==> config.mk <==
export PLATFORM = sky130hd
export DESIGN_NAME = alu_stream_top
export DESIGN_NICKNAME = d
export VERILOG_FILES = /design/src/logic/stream_pkg.sv /design/src/logic/sync_fifo.sv /design/src/logic/cmd_ingress.sv /design/src/logic/alu_stage.sv /design/src/logic/result_egress.sv /design/src/logic/alu_stream_top.sv
export SDC_FILE = /design/constraint.sdc
export NUM_CORES = 1
export LEC_CHECK = 0
export CAP_MARGIN = 0
export CORE_MARGIN = 5
export CORE_UTILIZATION = 44
export CTS_BUF_LIST = sky130_fd_sc_hd__clkbuf_16
export CTS_CLUSTER_DIAMETER = 40
export DETAILED_ROUTE_END_ITERATION = 12
export DONT_BUFFER_PORTS = 1
export GPL_ROUTABILITY_DRIVEN = 0
export SKIP_CTS_REPAIR_TIMING = 1
export SLEW_MARGIN = 5
export SYNTH_ARGS = -nofsm -noshare
export SYNTH_HDL_FRONTEND = slang
export SYNTH_HIERARCHICAL = 1
export SYNTH_SLANG_ARGS = --single-unit
==> constraint.sdc <==
create_clock -name clk -period 4.9 [get_ports clk]
set_clock_uncertainty 0.1 [all_clocks]
set_input_delay 0.98 -clock clk [delete_from_list [all_inputs] [get_ports clk]]
set_output_delay 0.98 -clock clk [all_outputs]
set_load 0.02 [all_outputs]
==> src/logic/stream_pkg.sv <==
package stream_pkg;

    // --------------------
    // Command encoding
    // --------------------

    parameter int OPCODE_WIDTH = 3; // Opcode field of a command.

    // ALU opcodes. Codes 6 and 7 are reserved and execute as errors.
    typedef enum logic [OPCODE_WIDTH-1:0] {
        op_add  = 3'd0, // a + b, wraps.
        op_sub  = 3'd1, // a - b, wraps.
        op_and  = 3'd2,
        op_xor  = 3'd3,
        op_shl  = 3'd4, // a << b[3:0].
        op_max  = 3'd5, // Unsigned maximum.
        op_bad6 = 3'd6,
        op_bad7 = 3'd7
    } alu_op_e;

endpackage : stream_pkg

==> src/logic/sync_fifo.sv <==
`timescale 1ns/1ps

module sync_fifo #(
    parameter  int DEPTH      = 4,
    parameter  int WIDTH      = 16,
    localparam int ADDR_WIDTH = $clog2(DEPTH)
) (
    input  logic                clk,
    input  logic                reset_n,
    input  logic                push,
    input  logic [WIDTH-1:0]    push_data,
    input  logic                pop,
    output logic [WIDTH-1:0]    pop_data,
    output logic                empty,
    output logic                full,
    output logic [ADDR_WIDTH:0] count
);

    logic [WIDTH-1:0]    mem [DEPTH];
    logic [ADDR_WIDTH:0] head;    // Extra top bit tells wrap parity.
    logic [ADDR_WIDTH:0] tail;
    logic                push_ok;
    logic                pop_ok;

    // Same index with opposite wrap bit means full.
    assign full     = ((head ^ tail) == {1'b1, {ADDR_WIDTH{1'b0}}});
    assign empty    = (head == tail);
    assign count    = tail - head;

    assign push_ok  = push && !full;  // Push into a full FIFO is dropped.
    assign pop_ok   = pop && !empty;

    // First word falls through. Zero while empty.
    assign pop_data = empty ? '0 : mem[head[ADDR_WIDTH-1:0]];

    // --------------------
    // Pointers
    // --------------------

    always_ff @(posedge clk or negedge reset_n) begin
        if (!reset_n) begin
            head <= '0;
            tail <= '0;
        end else begin
            if (push_ok) begin
                tail <= tail + 1'b1;
            end
            if (pop_ok) begin
                head <= head + 1'b1;
            end
        end
    end

    // Storage array.
    always_ff @(posedge clk) begin
        if (push_ok) begin
            mem[tail[ADDR_WIDTH-1:0]] <= push_data;
        end
    end

endmodule : sync_fifo

==> src/logic/cmd_ingress.sv <==
`timescale 1ns/1ps

module cmd_ingress
    import stream_pkg::*;
#(
    parameter int DATA_WIDTH    = 16,
    parameter int INGRESS_DEPTH = 4
) (
    input  logic                    clk,
    input  logic                    reset_n,
    // Upstream source.
    input  logic                    in_valid,
    input  logic [OPCODE_WIDTH-1:0] in_opcode,
    input  logic [DATA_WIDTH-1:0]   in_operand_a,
    input  logic [DATA_WIDTH-1:0]   in_operand_b,
    output logic                    in_credit,
    // Toward the ALU.
    output logic                    cmd_valid,
    output alu_op_e                 cmd_op,
    output logic [DATA_WIDTH-1:0]   cmd_a,
    output logic [DATA_WIDTH-1:0]   cmd_b,
    input  logic                    cmd_pop
);

    localparam int WORD_WIDTH = OPCODE_WIDTH + 2 * DATA_WIDTH;

    logic [WORD_WIDTH-1:0] in_word;
    logic [WORD_WIDTH-1:0] head_word;
    logic                  fifo_empty;

    // Word layout is {opcode, a, b}.
    assign in_word = {in_opcode, in_operand_a, in_operand_b};

    sync_fifo #(
        .DEPTH (INGRESS_DEPTH),
        .WIDTH (WORD_WIDTH)
    ) u_cmd_fifo (
        .clk       (clk),
        .reset_n   (reset_n),
        .push      (in_valid),   // Source only sends on a held credit.
        .push_data (in_word),
        .pop       (cmd_pop),
        .pop_data  (head_word),
        .empty     (fifo_empty),
        .full      (),
        .count     ()
    );

    // --------------------
    // Head decode
    // --------------------

    assign cmd_valid = !fifo_empty;
    assign cmd_op    = alu_op_e'(head_word[WORD_WIDTH-1 -: OPCODE_WIDTH]);
    assign cmd_a     = head_word[2*DATA_WIDTH-1 -: DATA_WIDTH];
    assign cmd_b     = head_word[DATA_WIDTH-1:0];

    // One credit back to the source per freed slot.
    always_ff @(posedge clk or negedge reset_n) begin
        if (!reset_n) begin
            in_credit <= 1'b0;
        end else begin
            in_credit <= cmd_pop && cmd_valid;
        end
    end

endmodule : cmd_ingress

==> src/logic/alu_stage.sv <==
`timescale 1ns/1ps

module alu_stage
    import stream_pkg::*;
#(
    parameter int DATA_WIDTH   = 16,
    parameter int EGRESS_DEPTH = 4
) (
    input  logic                  clk,
    input  logic                  reset_n,
    input  logic                  cmd_valid,
    input  alu_op_e               cmd_op,
    input  logic [DATA_WIDTH-1:0] cmd_a,
    input  logic [DATA_WIDTH-1:0] cmd_b,
    output logic                  cmd_pop,
    output logic                  res_push,
    output logic [DATA_WIDTH-1:0] res_data,
    output logic                  res_error,
    input  logic                  res_credit
);

    localparam int CREDIT_WIDTH = $clog2(EGRESS_DEPTH) + 1;

    logic [CREDIT_WIDTH-1:0] credit_cnt;   // Free egress slots not yet claimed.
    logic                    s1_valid;
    alu_op_e                 s1_op;
    logic [DATA_WIDTH-1:0]   s1_a;
    logic [DATA_WIDTH-1:0]   s1_b;
    logic [DATA_WIDTH-1:0]   alu_result;
    logic                    alu_error;

    // Issue only against a credit. In-flight pushes already spent theirs.
    assign cmd_pop = cmd_valid && (credit_cnt != '0);

    always_ff @(posedge clk or negedge reset_n) begin
        if (!reset_n) begin
            credit_cnt <= CREDIT_WIDTH'(EGRESS_DEPTH);
        end else begin
            credit_cnt <= credit_cnt - CREDIT_WIDTH'(cmd_pop) + CREDIT_WIDTH'(res_credit);
        end
    end

    // --------------------
    // Stage 1, operands
    // --------------------

    always_ff @(posedge clk or negedge reset_n) begin
        if (!reset_n) begin
            s1_valid <= 1'b0;
        end else begin
            s1_valid <= cmd_pop;
        end
    end

    always_ff @(posedge clk) begin
        if (cmd_pop) begin
            s1_op <= cmd_op;
            s1_a  <= cmd_a;
            s1_b  <= cmd_b;
        end
    end

    // --------------------
    // Stage 2, execute
    // --------------------

    always_comb begin
        alu_error = 1'b0;
        case (s1_op)
            op_add:  alu_result = s1_a + s1_b;      // Wraps at DATA_WIDTH.
            op_sub:  alu_result = s1_a - s1_b;
            op_and:  alu_result = s1_a & s1_b;
            op_xor:  alu_result = s1_a ^ s1_b;
            op_shl:  alu_result = s1_a << s1_b[3:0];
            op_max:  alu_result = (s1_a > s1_b) ? s1_a : s1_b;
            default: begin
                alu_result = '0;                    // Reserved opcode.
                alu_error  = 1'b1;
            end
        endcase
    end

    always_ff @(posedge clk or negedge reset_n) begin
        if (!reset_n) begin
            res_push <= 1'b0;
        end else begin
            res_push <= s1_valid;
        end
    end

    always_ff @(posedge clk) begin
        if (s1_valid) begin
            res_data  <= alu_result;
            res_error <= alu_error;
        end
    end

endmodule : alu_stage

==> src/logic/result_egress.sv <==
`timescale 1ns/1ps

module result_egress #(
    parameter int DATA_WIDTH   = 16,
    parameter int EGRESS_DEPTH = 4,
    parameter int SINK_CREDITS = 2
) (
    input  logic                  clk,
    input  logic                  reset_n,
    // From the ALU.
    input  logic                  res_push,
    input  logic [DATA_WIDTH-1:0] res_data,
    input  logic                  res_error,
    output logic                  res_credit,
    // Downstream sink.
    output logic                  out_valid,
    output logic [DATA_WIDTH-1:0] out_result,
    output logic                  out_error,
    input  logic                  out_credit
);

    localparam int WORD_WIDTH       = DATA_WIDTH + 1;
    localparam int SINK_CREDIT_BITS = $clog2(SINK_CREDITS + 1);

    logic [WORD_WIDTH-1:0]       head_word;
    logic                        fifo_empty;
    logic [SINK_CREDIT_BITS-1:0] sink_credit_cnt;   // Free sink buffer entries.

    // --------------------
    // Result queue
    // --------------------

    sync_fifo #(
        .DEPTH (EGRESS_DEPTH),
        .WIDTH (WORD_WIDTH)
    ) u_res_fifo (
        .clk       (clk),
        .reset_n   (reset_n),
        .push      (res_push),
        .push_data ({res_error, res_data}),
        .pop       (out_valid),   // Every valid cycle is a transfer.
        .pop_data  (head_word),
        .empty     (fifo_empty),
        .full      (),
        .count     ()
    );

    assign out_valid  = !fifo_empty && (sink_credit_cnt != '0);
    assign out_error  = head_word[DATA_WIDTH];
    assign out_result = head_word[DATA_WIDTH-1:0];

    // --------------------
    // Credits
    // --------------------

    // Spend one per transfer, regain one per sink pulse.
    always_ff @(posedge clk or negedge reset_n) begin
        if (!reset_n) begin
            sink_credit_cnt <= SINK_CREDIT_BITS'(SINK_CREDITS);
        end else begin
            sink_credit_cnt <= sink_credit_cnt
                             - SINK_CREDIT_BITS'(out_valid)
                             + SINK_CREDIT_BITS'(out_credit);
        end
    end

    // Freed FIFO slot goes back to the ALU a cycle later.
    always_ff @(posedge clk or negedge reset_n) begin
        if (!reset_n) begin
            res_credit <= 1'b0;
        end else begin
            res_credit <= out_valid;
        end
    end

endmodule : result_egress

==> src/logic/alu_stream_top.sv <==
`timescale 1ns/1ps

module alu_stream_top
    import stream_pkg::*;
#(
    parameter int DATA_WIDTH    = 16,
    parameter int INGRESS_DEPTH = 4,   // Also the source's starting credits.
    parameter int EGRESS_DEPTH  = 4,   // Also the ALU's starting credits.
    parameter int SINK_CREDITS  = 2
) (
    input  logic                    clk,
    input  logic                    reset_n,
    input  logic                    in_valid,
    input  logic [OPCODE_WIDTH-1:0] in_opcode,
    input  logic [DATA_WIDTH-1:0]   in_operand_a,
    input  logic [DATA_WIDTH-1:0]   in_operand_b,
    output logic                    in_credit,
    output logic                    out_valid,
    output logic [DATA_WIDTH-1:0]   out_result,
    output logic                    out_error,
    input  logic                    out_credit
);

    // Ingress head to ALU.
    logic                  cmd_valid;
    alu_op_e               cmd_op;
    logic [DATA_WIDTH-1:0] cmd_a;
    logic [DATA_WIDTH-1:0] cmd_b;
    logic                  cmd_pop;

    // ALU to egress.
    logic                  res_push;
    logic [DATA_WIDTH-1:0] res_data;
    logic                  res_error;
    logic                  res_credit;

    cmd_ingress #(
        .DATA_WIDTH    (DATA_WIDTH),
        .INGRESS_DEPTH (INGRESS_DEPTH)
    ) u_ingress (
        .clk          (clk),
        .reset_n      (reset_n),
        .in_valid     (in_valid),
        .in_opcode    (in_opcode),
        .in_operand_a (in_operand_a),
        .in_operand_b (in_operand_b),
        .in_credit    (in_credit),
        .cmd_valid    (cmd_valid),
        .cmd_op       (cmd_op),
        .cmd_a        (cmd_a),
        .cmd_b        (cmd_b),
        .cmd_pop      (cmd_pop)
    );

    alu_stage #(
        .DATA_WIDTH   (DATA_WIDTH),
        .EGRESS_DEPTH (EGRESS_DEPTH)
    ) u_alu (
        .clk        (clk),
        .reset_n    (reset_n),
        .cmd_valid  (cmd_valid),
        .cmd_op     (cmd_op),
        .cmd_a      (cmd_a),
        .cmd_b      (cmd_b),
        .cmd_pop    (cmd_pop),
        .res_push   (res_push),
        .res_data   (res_data),
        .res_error  (res_error),
        .res_credit (res_credit)
    );

    result_egress #(
        .DATA_WIDTH   (DATA_WIDTH),
        .EGRESS_DEPTH (EGRESS_DEPTH),
        .SINK_CREDITS (SINK_CREDITS)
    ) u_egress (
        .clk        (clk),
        .reset_n    (reset_n),
        .res_push   (res_push),
        .res_data   (res_data),
        .res_error  (res_error),
        .res_credit (res_credit),
        .out_valid  (out_valid),
        .out_result (out_result),
        .out_error  (out_error),
        .out_credit (out_credit)
    );

endmodule : alu_stream_top

======== Yosys cells after proc, flatten, opt, wreduce, memory -nomap -nowiden ========
Memory sizes are Yosys's and may differ from the RTL's. A register that Yosys moved wholly into a read port is not among the register bits.
Cells that the tools add are included.
word-level totals
  bits in registers ....................... 38
  latch bits .............................. 0
  RAM bits ................................ 208
  ROM bits ................................ 0
  input bits .............................. 39
  output and inout port bits .............. 19
  logic and storage cells ................. 61
  memories kept ........................... 2
cells by class
  $add $sub $neg .......................... 10
  multiply operators ...................... 0
  div/mod/pow operators ................... 0
  $lt $le $gt $ge ......................... 1
  equality and inequality tests ........... 9
  shift-type cells ........................ 1
  multiplexer cells ....................... 8
  bitwise logic cells ..................... 4
  reductions and logical operators ........ 14
memory list
  name                      depth  bits a word  read ports  clocked after memory_dff  wr ports  line             text
  u_ingress.u_cmd_fifo.mem  4      35           1           1                         1         sync_fifo.sv:19  logic [WIDTH-1:0] mem [DEPTH];
  u_egress.u_res_fifo.mem   4      17           1           0                         1         sync_fifo.sv:19
operator list
  cell                   count
  $pmux W16 S6           1
  $mux W17               1
  $add A16 B16 Y16       1
  $and A16 B16 Y16       1
  $gt A16 B16 Y1         1
  $mux W16               1
  $shl A16 B4 Y16        1
  $sub A16 B16 Y16       1
  $xor A16 B16 Y16       1
  $add A3 B1 Y3 const B  4
  $eq A3 B3 Y1 const B   4
  $eq A3 B2 Y1 const B   2
  $eq A3 B3 Y1           2
  $logic_and A1 B1 Y1    6
  $reduce_or A6 Y1       1
  $xor A3 B3 Y3          2
  $mux W1                5
  $logic_not A1 Y1       4
  $add A3 B1 Y3          1
  $eq A3 B1 Y1 const B   1
  $logic_not A3 Y1       1
  $reduce_bool A3 Y1     1
  $sub A3 B1 Y3          1
  $add A2 B1 Y2          1
  other kinds (2)        2

======== Depth between registers and ports, before layout ========
Gate-level depths: netlist (run 1).
  word-level depth ........................ 6
  mapped depth ............................ 15
  mapped depth without buffers ............ 12

======== By module ========
The synthesis (run 1) kept the hierarchy.
by module, submodules not included
  module                             instances  cells each  area an instance (sq um)  seq. area each (sq um)
  sync_fifo at u_ingress.u_cmd_fifo  1          266         5845.6                    4354.2
  alu_stage                          1          537         5168.7                    1687.9
  sync_fifo at u_egress.u_res_fifo   1          152         3156.8                    2192.1
  result_egress                      1          9           142.6                     76.3
  cmd_ingress                        1          3           35.0                      25.0

======== Worst setup path after synthesis (run 1) ========
Ideal clock, no wire load.
  path type ............................... register to register
  from .................................... register u_ingress.u_cmd_fifo.head[1]
  to ...................................... register u_alu.credit_cnt[1]
  library setup time ...................... 114 ps
  arrival time ............................ 3775 ps
  required time ........................... 4686 ps
  setup slack ............................. 911 ps
  stages on the path, launching flop included .. 16
  path buffers ............................ 3
  clock period less this slack ............ 3989 ps
  cell sequence ........................... dfrtp_1 buf_2 buf_2 inv_1 ha_1 nand2_1 nor2_2 buf_6 inv_1 o31a_1 ha_1 inv_1 ha_1 inv_1 fa_1 inv_1
on the way
  longest elaborated chain between the ends .. 5
ends and longest elaborated chain
  item                      line                  text
  start, declared           sync_fifo.sv:20       logic [ADDR_WIDTH:0] head;
  start signal, assigned    sync_fifo.sv:49       head <= head + 1'b1;
  $eq A3 B3 Y1              sync_fifo.sv:27       assign empty = (head == tail);
  via u_ingress.fifo_empty  cmd_ingress.sv:29     logic fifo_empty;
  $logic_not A1 Y1          cmd_ingress.sv:53     assign cmd_valid = !fifo_empty;
  via cmd_valid             alu_stream_top.sv:25  logic cmd_valid;
  $logic_and A1 B1 Y1       alu_stage.sv:33       assign cmd_pop = cmd_valid && (credit_cnt != '0);
  via cmd_pop               alu_stream_top.sv:29  logic cmd_pop;
  $sub A3 B1 Y3             alu_stage.sv:39       credit_cnt <= credit_cnt - CREDIT_WIDTH'(cmd_pop) + CREDIT_WIDTH'(res_credit);
  $add A3 B1 Y3             alu_stage.sv:39
  end signal, assigned      alu_stage.sv:37       credit_cnt <= CREDIT_WIDTH'(EGRESS_DEPTH);
  end signal, assigned      alu_stage.sv:39
  end, declared             alu_stage.sv:24       logic [CREDIT_WIDTH-1:0] credit_cnt;
The timed path passes the listed nets, and every way through them passes these cells.
A chain may end at the register's enable or synchronous reset.

======== Worst setup path after layout (run 1) ========
  from .................................... register u_alu.s1_b[2] (read register of u_ingress.u_cmd_fifo.mem)
  to ...................................... register u_alu.res_data[14] (data pin)
on the way
  longest elaborated chain between the ends .. 3
  elaborated cells between the ends (all ways) .. 6
  those cells by class .................... 2 x add/sub; 1 x order compare; 1 x shift; 2 x mux
ends and longest elaborated chain
  item                      line             text
  start, declared           alu_stage.sv:28  logic [DATA_WIDTH-1:0] s1_b;
  $gt A16 B16 Y1            alu_stage.sv:75  op_max: alu_result = (s1_a > s1_b) ? s1_a : s1_b;
  $mux W16                  alu_stage.sv:75
  $pmux W16 S6 *            alu_stage.sv:69  case (s1_op)
  via u_alu.alu_result[14]  alu_stage.sv:29  logic [DATA_WIDTH-1:0] alu_result;
  end signal, assigned      alu_stage.sv:93  res_data <= alu_result;
  end, declared             alu_stage.sv:17  output logic [DATA_WIDTH-1:0] res_data,
The timed path passes the listed nets; every way through them passes the cells marked *.

==> reports/qor.yml, run 1 <==
yosys_warnings: 6
dp.cells: 1361
post_route_cells_drive_above_1_share_pct: 20.02
crit_type: "reg -> reg"
grtUsageMet3_pct: 3.651
final_area_sq_mm: 0.01592
htree_levels: 2
cp_slowest_stage_delay_ns: 0.68
status: "finished, final reports clean"
netlist_instances: 957
num_rows: 66
initial_core_util_pct: 44.19
ant_nets: 0
slew_headroom_pct: 28.26
grt_overflow: 0
hold_violations: 0
peakVddDrop_mv: 0.3409
tns_ns: 0
numPortBuffers: 0
clk_latency_ns: 0.54
grt_pass1_wl_mm: 47.42
totalWireLength_mm: 29.08
rsz0062_at_grt: "no"
hold_class: "in -> async"
min_period_ns: 3.852
grtUsageTotal_pct: 16.37
cts_tree: "built"
setup_violations: 0
drt_iter0_drc: 711
antenna_found_initial: 0
detail_route.wl_per_cell_um: 20.32
fin_crit_sh_pct: 78.62
crit_slowest_cell: "edfxtp_1"
area.growth.synth_to_final_pct: 11.58
grt_start_max_net_pins: 40
clock-root-buffer: "clkbuf_16"
arrival_ns: 4.00
crit_family: "compound AO/OA/AOI/OAI gates"
die_y_um: 190.1
clk_pin_slew_worst_paths_ns: 0.05
drc: 0
dp.final_hpwl_mm: 19.89
syn_area_per_cell_sq_um: 14.91
clkSinkCount: 281
final_cell_mix: "edfxtp_1 (260), nand2_1 (54), inv_1 (52), mux4_2 (52), ha_1 (51)"
ios: 58
path_buf_inv: 1
critPathCaptureType: "register"
final_cells: 1431
die_w_um: 190.1
layout_commonest_cell: "edfxtp_1"
worstPathCellList: "inv_1 -> ha_1 -> nor2b_1 -> o31ai_2 -> o21ba_1 -> o21a_1 -> nor2_1 -> a221oi_1 -> o211ai_1"
die-area_sq_mm: 0.03613
gr-max-usage-layer: "met2"
clock.fmax_mhz: 259.6
cp-start-kind: "register"
grt_pass1_vias: 8473
core_area_sq_mm: 0.03229
detail_route.first_pass.iterations: 6
cp.required_ns: 5.05
maxCapViolCount: 0
viasPerCell: 5.653
drv_slew: 0
met1_usage_pct: 22.58
syn_nets: 1050
clock_path_buffers: 3
power_density_mw_per_mm2: 389.0
path_max_fanout: 17
fin_nets: 1053
vias: 8090
met2_usage_pct: 25.91
power.total_mw: 6.193
p_leak_nw: 5.556
cts_buffers: 39
dpl_cell_area_sq_mm: 0.01460
syn_area_sq_mm: 0.01427
worstMarginPinSlew_ns: 1.068
diodes: 0
## registers in the layout (all words and copies together), names as in the netlist, 16 cells and up
name	count
u_alu/s1_b	16
u_alu/s1_a	16
u_ingress/u_cmd_fifo/mem	140
u_egress/u_res_fifo/mem	68
u_alu/res_data	16
## worst paths after layout
check | from | end | slack, ns | cells past startpoint
setup / recovery | u_alu/s1_b[2]$_DFFE_PP_ | u_alu/res_data[14]$_DFFE_PP_ | 1.05 | 9
hold / removal | reset_n | u_egress/u_res_fifo/head[0]$_DFFE_PN0P_ | 0.05 | 0
setup reg to reg | u_alu/s1_b[2]$_DFFE_PP_ | u_alu/res_data[14]$_DFFE_PP_ | 1.05 | 9
hold reg to reg | u_alu/res_data[4]$_DFFE_PP_ | u_egress/u_res_fifo/mem[0][4]$_DFFE_PP_ | 0.40 | 0
max in group asynchronous | reset_n | u_alu/credit_cnt[2]$_DFF_PN1_ | 4.47 | 0
min in group clk | u_alu/res_data[4]$_DFFE_PP_ | u_egress/u_res_fifo/mem[0][4]$_DFFE_PP_ | 0.40 | 0
## through the flow
| stage | worst slack [ns] | utilization [%] | hold WS (ns) |
|---|---|---|---|
| 6_report | 1.048 | 49.31 | 0.04969 |
| 5_1_grt | 0.8057 | 49.31 | 0.02399 |
| 4_1_cts | 1.124 | 49.31 | 0.02464 |
| 3_5_place_dp | 1.160 | 45.21 | 0.3882 |
| 3_3_place_gp | 1.315 | 45.21 | 0.3736 |
| 2_1_floorplan | 0.9763 | - | 0.3557 |
## layout make-up
class / count / area (sq um)
sequential: 281 / 8337
tap: 442 / 553.0
inverter: 50 / 187.7
clock inverter: 30 / 322.8
clock buffer: 40 / 1001
timing repair buffer: 16 / 120.1
multi-input combinational: 572 / 5400
fill: 2762 / 16370
## where the power goes
part / switching, mW / internal [mW]
registers: 0.0637 / 2.92
logic: 0.279 / 0.178
clock network: 1.10 / 1.65
## metal layers
layer | up-vias | wire length (um) | share of wire [%]
met1 | 3973 | 12590 | 43
met2 | 312 | 13590 | 47
met5 | - | 0 | 0
met4 | 0 | 882 | 3.0
met3 | 79 | 2021 | 6.9
li1 | 3726 | - | -
Note: power is estimated with default switching activity, not from simulation.
==> inputs of run 2 (changes only) <==
--- a/config.mk
+++ b/config.mk
@@ -5,6 +5,7 @@
 export SDC_FILE = /design/constraint.sdc
 export NUM_CORES = 1
 export LEC_CHECK = 0
+export ABC_AREA = 1
 export CAP_MARGIN = 0
 export CORE_MARGIN = 5
 export CORE_UTILIZATION = 44
==> constraint.sdc (replaced) <==
create_clock -name clk -period 3.4 [get_ports clk]
set_clock_uncertainty 0.1 [all_clocks]
set_input_delay 0.68 -clock clk [delete_from_list [all_inputs] [get_ports clk]]
set_output_delay 0.68 -clock clk [all_outputs]
set_load 0.02 [all_outputs]
==> run 2 against run 1 <==
Effect of this change: flip-flop and latch count stayed put; die area is 5.1% higher; clock-buffer cell count is 3 higher; cell count is 50% higher; register-to-register slack worse by 0.41 ns; sequential share of layout area is 2.9 points lower; synthesized area is 5.4% higher; utilization is 0.83 points higher; clock power is 52% higher; cell area is 5.9% higher; non-clock buffer count is 12 higher; largest power group unchanged.
==> reports/qor.yml, run 2 <==
path_max_fanout: 18
grt_pass1_wl_mm: 56.57
die_y_um: 194.9
ant_nets: 0
netlist_instances: 1649
area.growth.synth_to_final_pct: 12.12
timing.rr.end: "u_alu/res_data[2]$_DFFE_PP_"
hold_class: "in -> reg"
die_w_um: 194.9
num_rows: 67
dpl_cell_area_sq_mm: 0.01541
drc: 0
rsz0062_at_grt: "no"
hold_violations: 0
min_period_ns: 3.063
crit_path_end: "out_result[5]"
cp_slowest_stage_delay_ns: 0.44
clock.fmax_mhz: 326.5
ios: 58
status: "finished, final reports clean"
crit_path_start: "u_egress/u_res_fifo/head[1]$_DFFE_PN0P_"
power_density_mw_per_mm2: 559.0
clock_path_buffers: 3
grt_pass1_vias: 10361
fin_crit_sh_pct: 90.08
crit_slowest_cell: "a21oi_1"
cp.required_ns: 2.62
maxCapViolCount: 0
reg2reg_slack_ns: 0.64
cts_buffers: 43
yosys_warnings: 6
whs_ns: 0.1287
p_leak_nw: 7.382
cts_tree: "built"
diodes: 0
totalWireLength_mm: 35.36
dp.cells: 2064
peakVddDrop_mv: 0.4583
syn_nets: 1742
detail_route.first_pass.iterations: 6
clkSinkCount: 281
setup_violations: 0
rr_startpoint: "u_alu/s1_a[8]$_DFFE_PP_"
core_area_sq_mm: 0.03362
layout_commonest_cell: "nand2_1"
grt_start_max_net_pins: 74
final_util_pct: 50.14
tns_ns: 0
critPathCaptureType: "primary output"
grt_overflow: 0
antenna_found_initial: 2
power.total_mw: 9.423
numPortBuffers: 0
detail_route.wl_per_cell_um: 16.49
final_cells: 2145
syn_area_per_cell_sq_um: 9.117
worstMarginPinSlew_ns: 0.8223
place_ws_ns: 0.6883
post_route_cells_drive_above_1_share_pct: 11.26
largest_reg_flops: 140
worstPathCellList: "inv_2 -> ha_1 -> nand2_1 -> inv_1 -> nand3_4 -> inv_6 -> a21oi_1"
crit_type: "reg -> out"
drv_slew: 0
clock-root-buffer: "clkbuf_16"
htree_levels: 2
dp.final_hpwl_mm: 23.97
drt_iter0_drc: 883
rr_worst_depth: 10
final_cell_mix: "nand2_1 (570), edfxtp_1 (260), inv_1 (243)"
cp-start-kind: "register"
die-area_sq_mm: 0.03797
fin_nets: 1756
syn_area_sq_mm: 0.01503
clk_latency_ns: 0.54
clk_pin_slew_worst_paths_ns: 0.06
final_area_sq_mm: 0.01686
viasPerCell: 5.046
slew_headroom_pct: 45.00
initial_core_util_pct: 44.72
setup_ws_ns: 0.3374
vias: 10823
arrival_ns: 2.28
grtUsageTotal_pct: 18.39
[run 2: final cells by class]
class | instances | area [sq um]
multi-input cells | 1060 | 5361
fillers | 3105 | 16760
clock inverters | 36 | 342.8
inverters | 249 | 953.4
repair buffers | 28 | 225.2
clock buffers | 43 | 1076
well taps | 448 | 560.5
flip-flops and latches | 281 | 8337
[run 2: report_power, final]
part           total, mW  switching (mW)  internal, mW
Sequential          4.29          0.0824          4.21
Clock               4.19            1.71          2.48
Combinational      0.945           0.690         0.255
Total               9.42            2.48          6.94
[run 2: layer usage]
layer	routed length (um)	up-vias	track usage, %
li1	-	5401	-
met1	14940	4992	24.17
met2	16880	345	30.66
met3	2403	81	3.792
met4	1100	4	6.051
met5	36	-	0
[run 2: worst min-delay path by stage]
stage,slack [ns],end,cells after the start,startpoint
detailed placement,0.29,u_ingress/u_cmd_fifo/tail[1]$_DFFE_PN0P_,0,reset_n
finish,0.13,u_ingress/u_cmd_fifo/mem[1][6]$_DFFE_PP_,0,in_operand_b[6]
floorplan,0.28,u_alu/credit_cnt[0]$_DFF_PN0_,0,reset_n
global route,0.10,u_ingress/u_cmd_fifo/mem[2][6]$_DFFE_PP_,0,in_operand_b[6]
CTS,-0.29,u_ingress/u_cmd_fifo/head[0]$_DFFE_PN0P_,0,reset_n
global placement,0.29,u_ingress/u_cmd_fifo/tail[1]$_DFFE_PN0P_,0,reset_n
[run 2: critical path, delay by kind of cell (launching register included)]
kind | cells | cell delay [ns]
flip-flops | 1 | 0.38
adder cells (fa/ha/maj) | 1 | 0.30
AND/OR/NAND/NOR | 2 | 0.17
AO/OA/AOI/OAI | 1 | 0.44
buffers and inverters | 3 | 0.46
==> inputs of run 3 (changes only) <==
--- a/config.mk
+++ b/config.mk
@@ -7,6 +7,8 @@
 export LEC_CHECK = 0
 export ABC_AREA = 1
 export CAP_MARGIN = 0
+export CELL_PAD_IN_SITES_DETAIL_PLACEMENT = 0
+export CELL_PAD_IN_SITES_GLOBAL_PLACEMENT = 1
 export CORE_MARGIN = 5
 export CORE_UTILIZATION = 44
 export CTS_BUF_LIST = sky130_fd_sc_hd__clkbuf_16
@@ -14,6 +16,7 @@
 export DETAILED_ROUTE_END_ITERATION = 12
 export DONT_BUFFER_PORTS = 1
 export GPL_ROUTABILITY_DRIVEN = 0
+export PLACE_DENSITY_LB_ADDON = 0.1
 export SKIP_CTS_REPAIR_TIMING = 1
 export SLEW_MARGIN = 5
 export SYNTH_ARGS = -nofsm -noshare
==> run 3 against run 2 <==
Effect of this change: first-iteration DRC count decreased by 13%; hold slack worse by 0.0065 ns; fmax up 2.0%; utilization rose by 0.57 points; sequential power about the same; register-to-register slack better by 0.07 ns; combinational power is 3.8% higher.
==> reports/qor.yml, run 3 (synthesis gave the netlist of run 2 again) <==
die_w_um: 194.9
num_rows: 67
crit_top_cell: "inv_1"
clk_latency_ns: 0.55
place_ws_ns: 0.7289
tns_ns: 0
grt_pass1_wl_mm: 59.81
clock.fmax_mhz: 333.0
power.total_mw: 9.923
critPathCaptureType: "primary output"
detail_route.first_pass.iterations: 5
clk_pin_slew_worst_paths_ns: 0.06
clock-root-buffer: "clkbuf_16"
seq_area_sq_mm: 0.008337
rsz0062_at_grt: "no"
dr.max_layer_used: "met5"
core_area_sq_mm: 0.03362
hold_violations: 0
drt_iter0_drc: 772
vias: 10672
p_leak_nw: 7.491
min_period_ns: 3.003
worstMarginPinSlew_ns: 1.014
grtUsageTotal_pct: 20.29
wl_met1_mm: 16.51
die-area_sq_mm: 0.03797
grt_pass1_vias: 10295
crit_slowest_cell: "dfrtp_1"
hold_class: "in -> reg"
setup_ws_ns: 0.3972
peakVddDrop_mv: 0.5136
met3_length_mm: 2.543
htree_levels: 2
grt_overflow: 0
die_y_um: 194.9
fin_nets: 1764
dp.cells: 2071
fill_cells: 3098
grt_start_max_net_pins: 73
numPortBuffers: 0
layout_commonest_cell: "nand2_1"
met2WireLength_mm: 17.90
setup_violations: 0
clkSinkCount: 281
area.growth.synth_to_final_pct: 13.39
ant_nets: 0
arrival_ns: 2.22
viasPerCell: 4.955
status: "finished, final reports clean"
final_util_pct: 50.71
cp.required_ns: 2.62
dp.final_hpwl_mm: 26.33
path_max_fanout: 18
ios: 58
worstPathCellList: "inv_1 -> ha_1 -> nand2_1 -> inv_1 -> nand3_4 -> inv_6 -> a21oi_1 -> buf_4"
cts_buffers: 44
final_cells: 2154
cp_slowest_stage_delay_ns: 0.41
crit_family: "buffers and inverters"
cp-start-kind: "register"
clock_path_buffers: 3
multi_input_area_sq_mm: 0.005361
drv_slew: 0
final_cell_mix: "nand2_1 (570), edfxtp_1 (260), inv_1 (241)"
slew_headroom_pct: 32.41
initial_core_util_pct: 44.72
power_density_mw_per_mm2: 582.1
fin_crit_sh_pct: 88.32
largest_reg_flops: 140
drc: 0
path_buf_inv: 4
maxCapViolCount: 0
totalWireLength_mm: 38.41
cts_tree: "built"
post_route_cells_drive_above_1_share_pct: 11.78
antenna_found_initial: 1
diodes: 0
crit_type: "reg -> out"
detail_route.wl_per_cell_um: 17.83
[run 3: path summary, 6_finish.rpt]
check	start	end	slack [ns]	depth (start not counted)
hold reg to reg	u_egress/res_credit$_DFF_PN0_	u_alu/credit_cnt[0]$_DFF_PN0_	0.38	1
setup / recovery	u_egress/u_res_fifo/tail[0]$_DFFE_PN0P_	out_valid	0.40	8
hold / removal	in_operand_b[3]	u_ingress/u_cmd_fifo/mem[1][3]$_DFFE_PP_	0.12	0
setup reg to reg	u_alu/s1_a[11]$_DFFE_PP_	u_alu/res_data[10]$_DFFE_PP_	0.71	10
max in group asynchronous	reset_n	u_egress/sink_credit_cnt[1]$_DFF_PN1_	2.51	2
min in group asynchronous	reset_n	u_egress/u_res_fifo/tail[0]$_DFFE_PN0P_	0.47	2
[run 3: layout make-up]
class                      count  share of cell area [%]
clock inverter                36                   2.532
inverter                     249                   5.593
tap                          448                   3.288
multi-input combinational   1060                   31.45
sequential                   281                   48.90
clock buffer                  45                   6.606
timing repair buffer          35                   1.629
[run 3: per-layer routing]
metal  global-route usage [%]  vias up
met1                    26.39     4904
met4                    7.448        2
li1                         -     5416
met2                    33.15      270
met3                    5.055       80
met5                        0        -
[run 3: power by group]
part           internal, mW  switching, mW
logic                 0.256          0.725
clock network          2.98           1.67
registers              4.21         0.0801
total                  7.45           2.48
[run 3: worst reg2reg max path: stages, from the launching register on]
cell and delay (ns):
edfxtp_1 0.44, ha_1 0.59, nand2_2 0.13, inv_2 0.07, nand2_1 0.10, nor3_4 0.21
nand3_4 0.17, nand2_4 0.28, nand2_1 0.10, nand3_1 0.12, nand3_1 0.11
[run 3: metrics by stage]
step                      hold WS (ns)  area, sq um
after detailed placement        0.2848        15460
after global placement          0.2849        15460
after CTS                      -0.3096        17020
final                           0.1222        17050
after global routing           0.09433        17050
after floorplan                 0.2844        15040
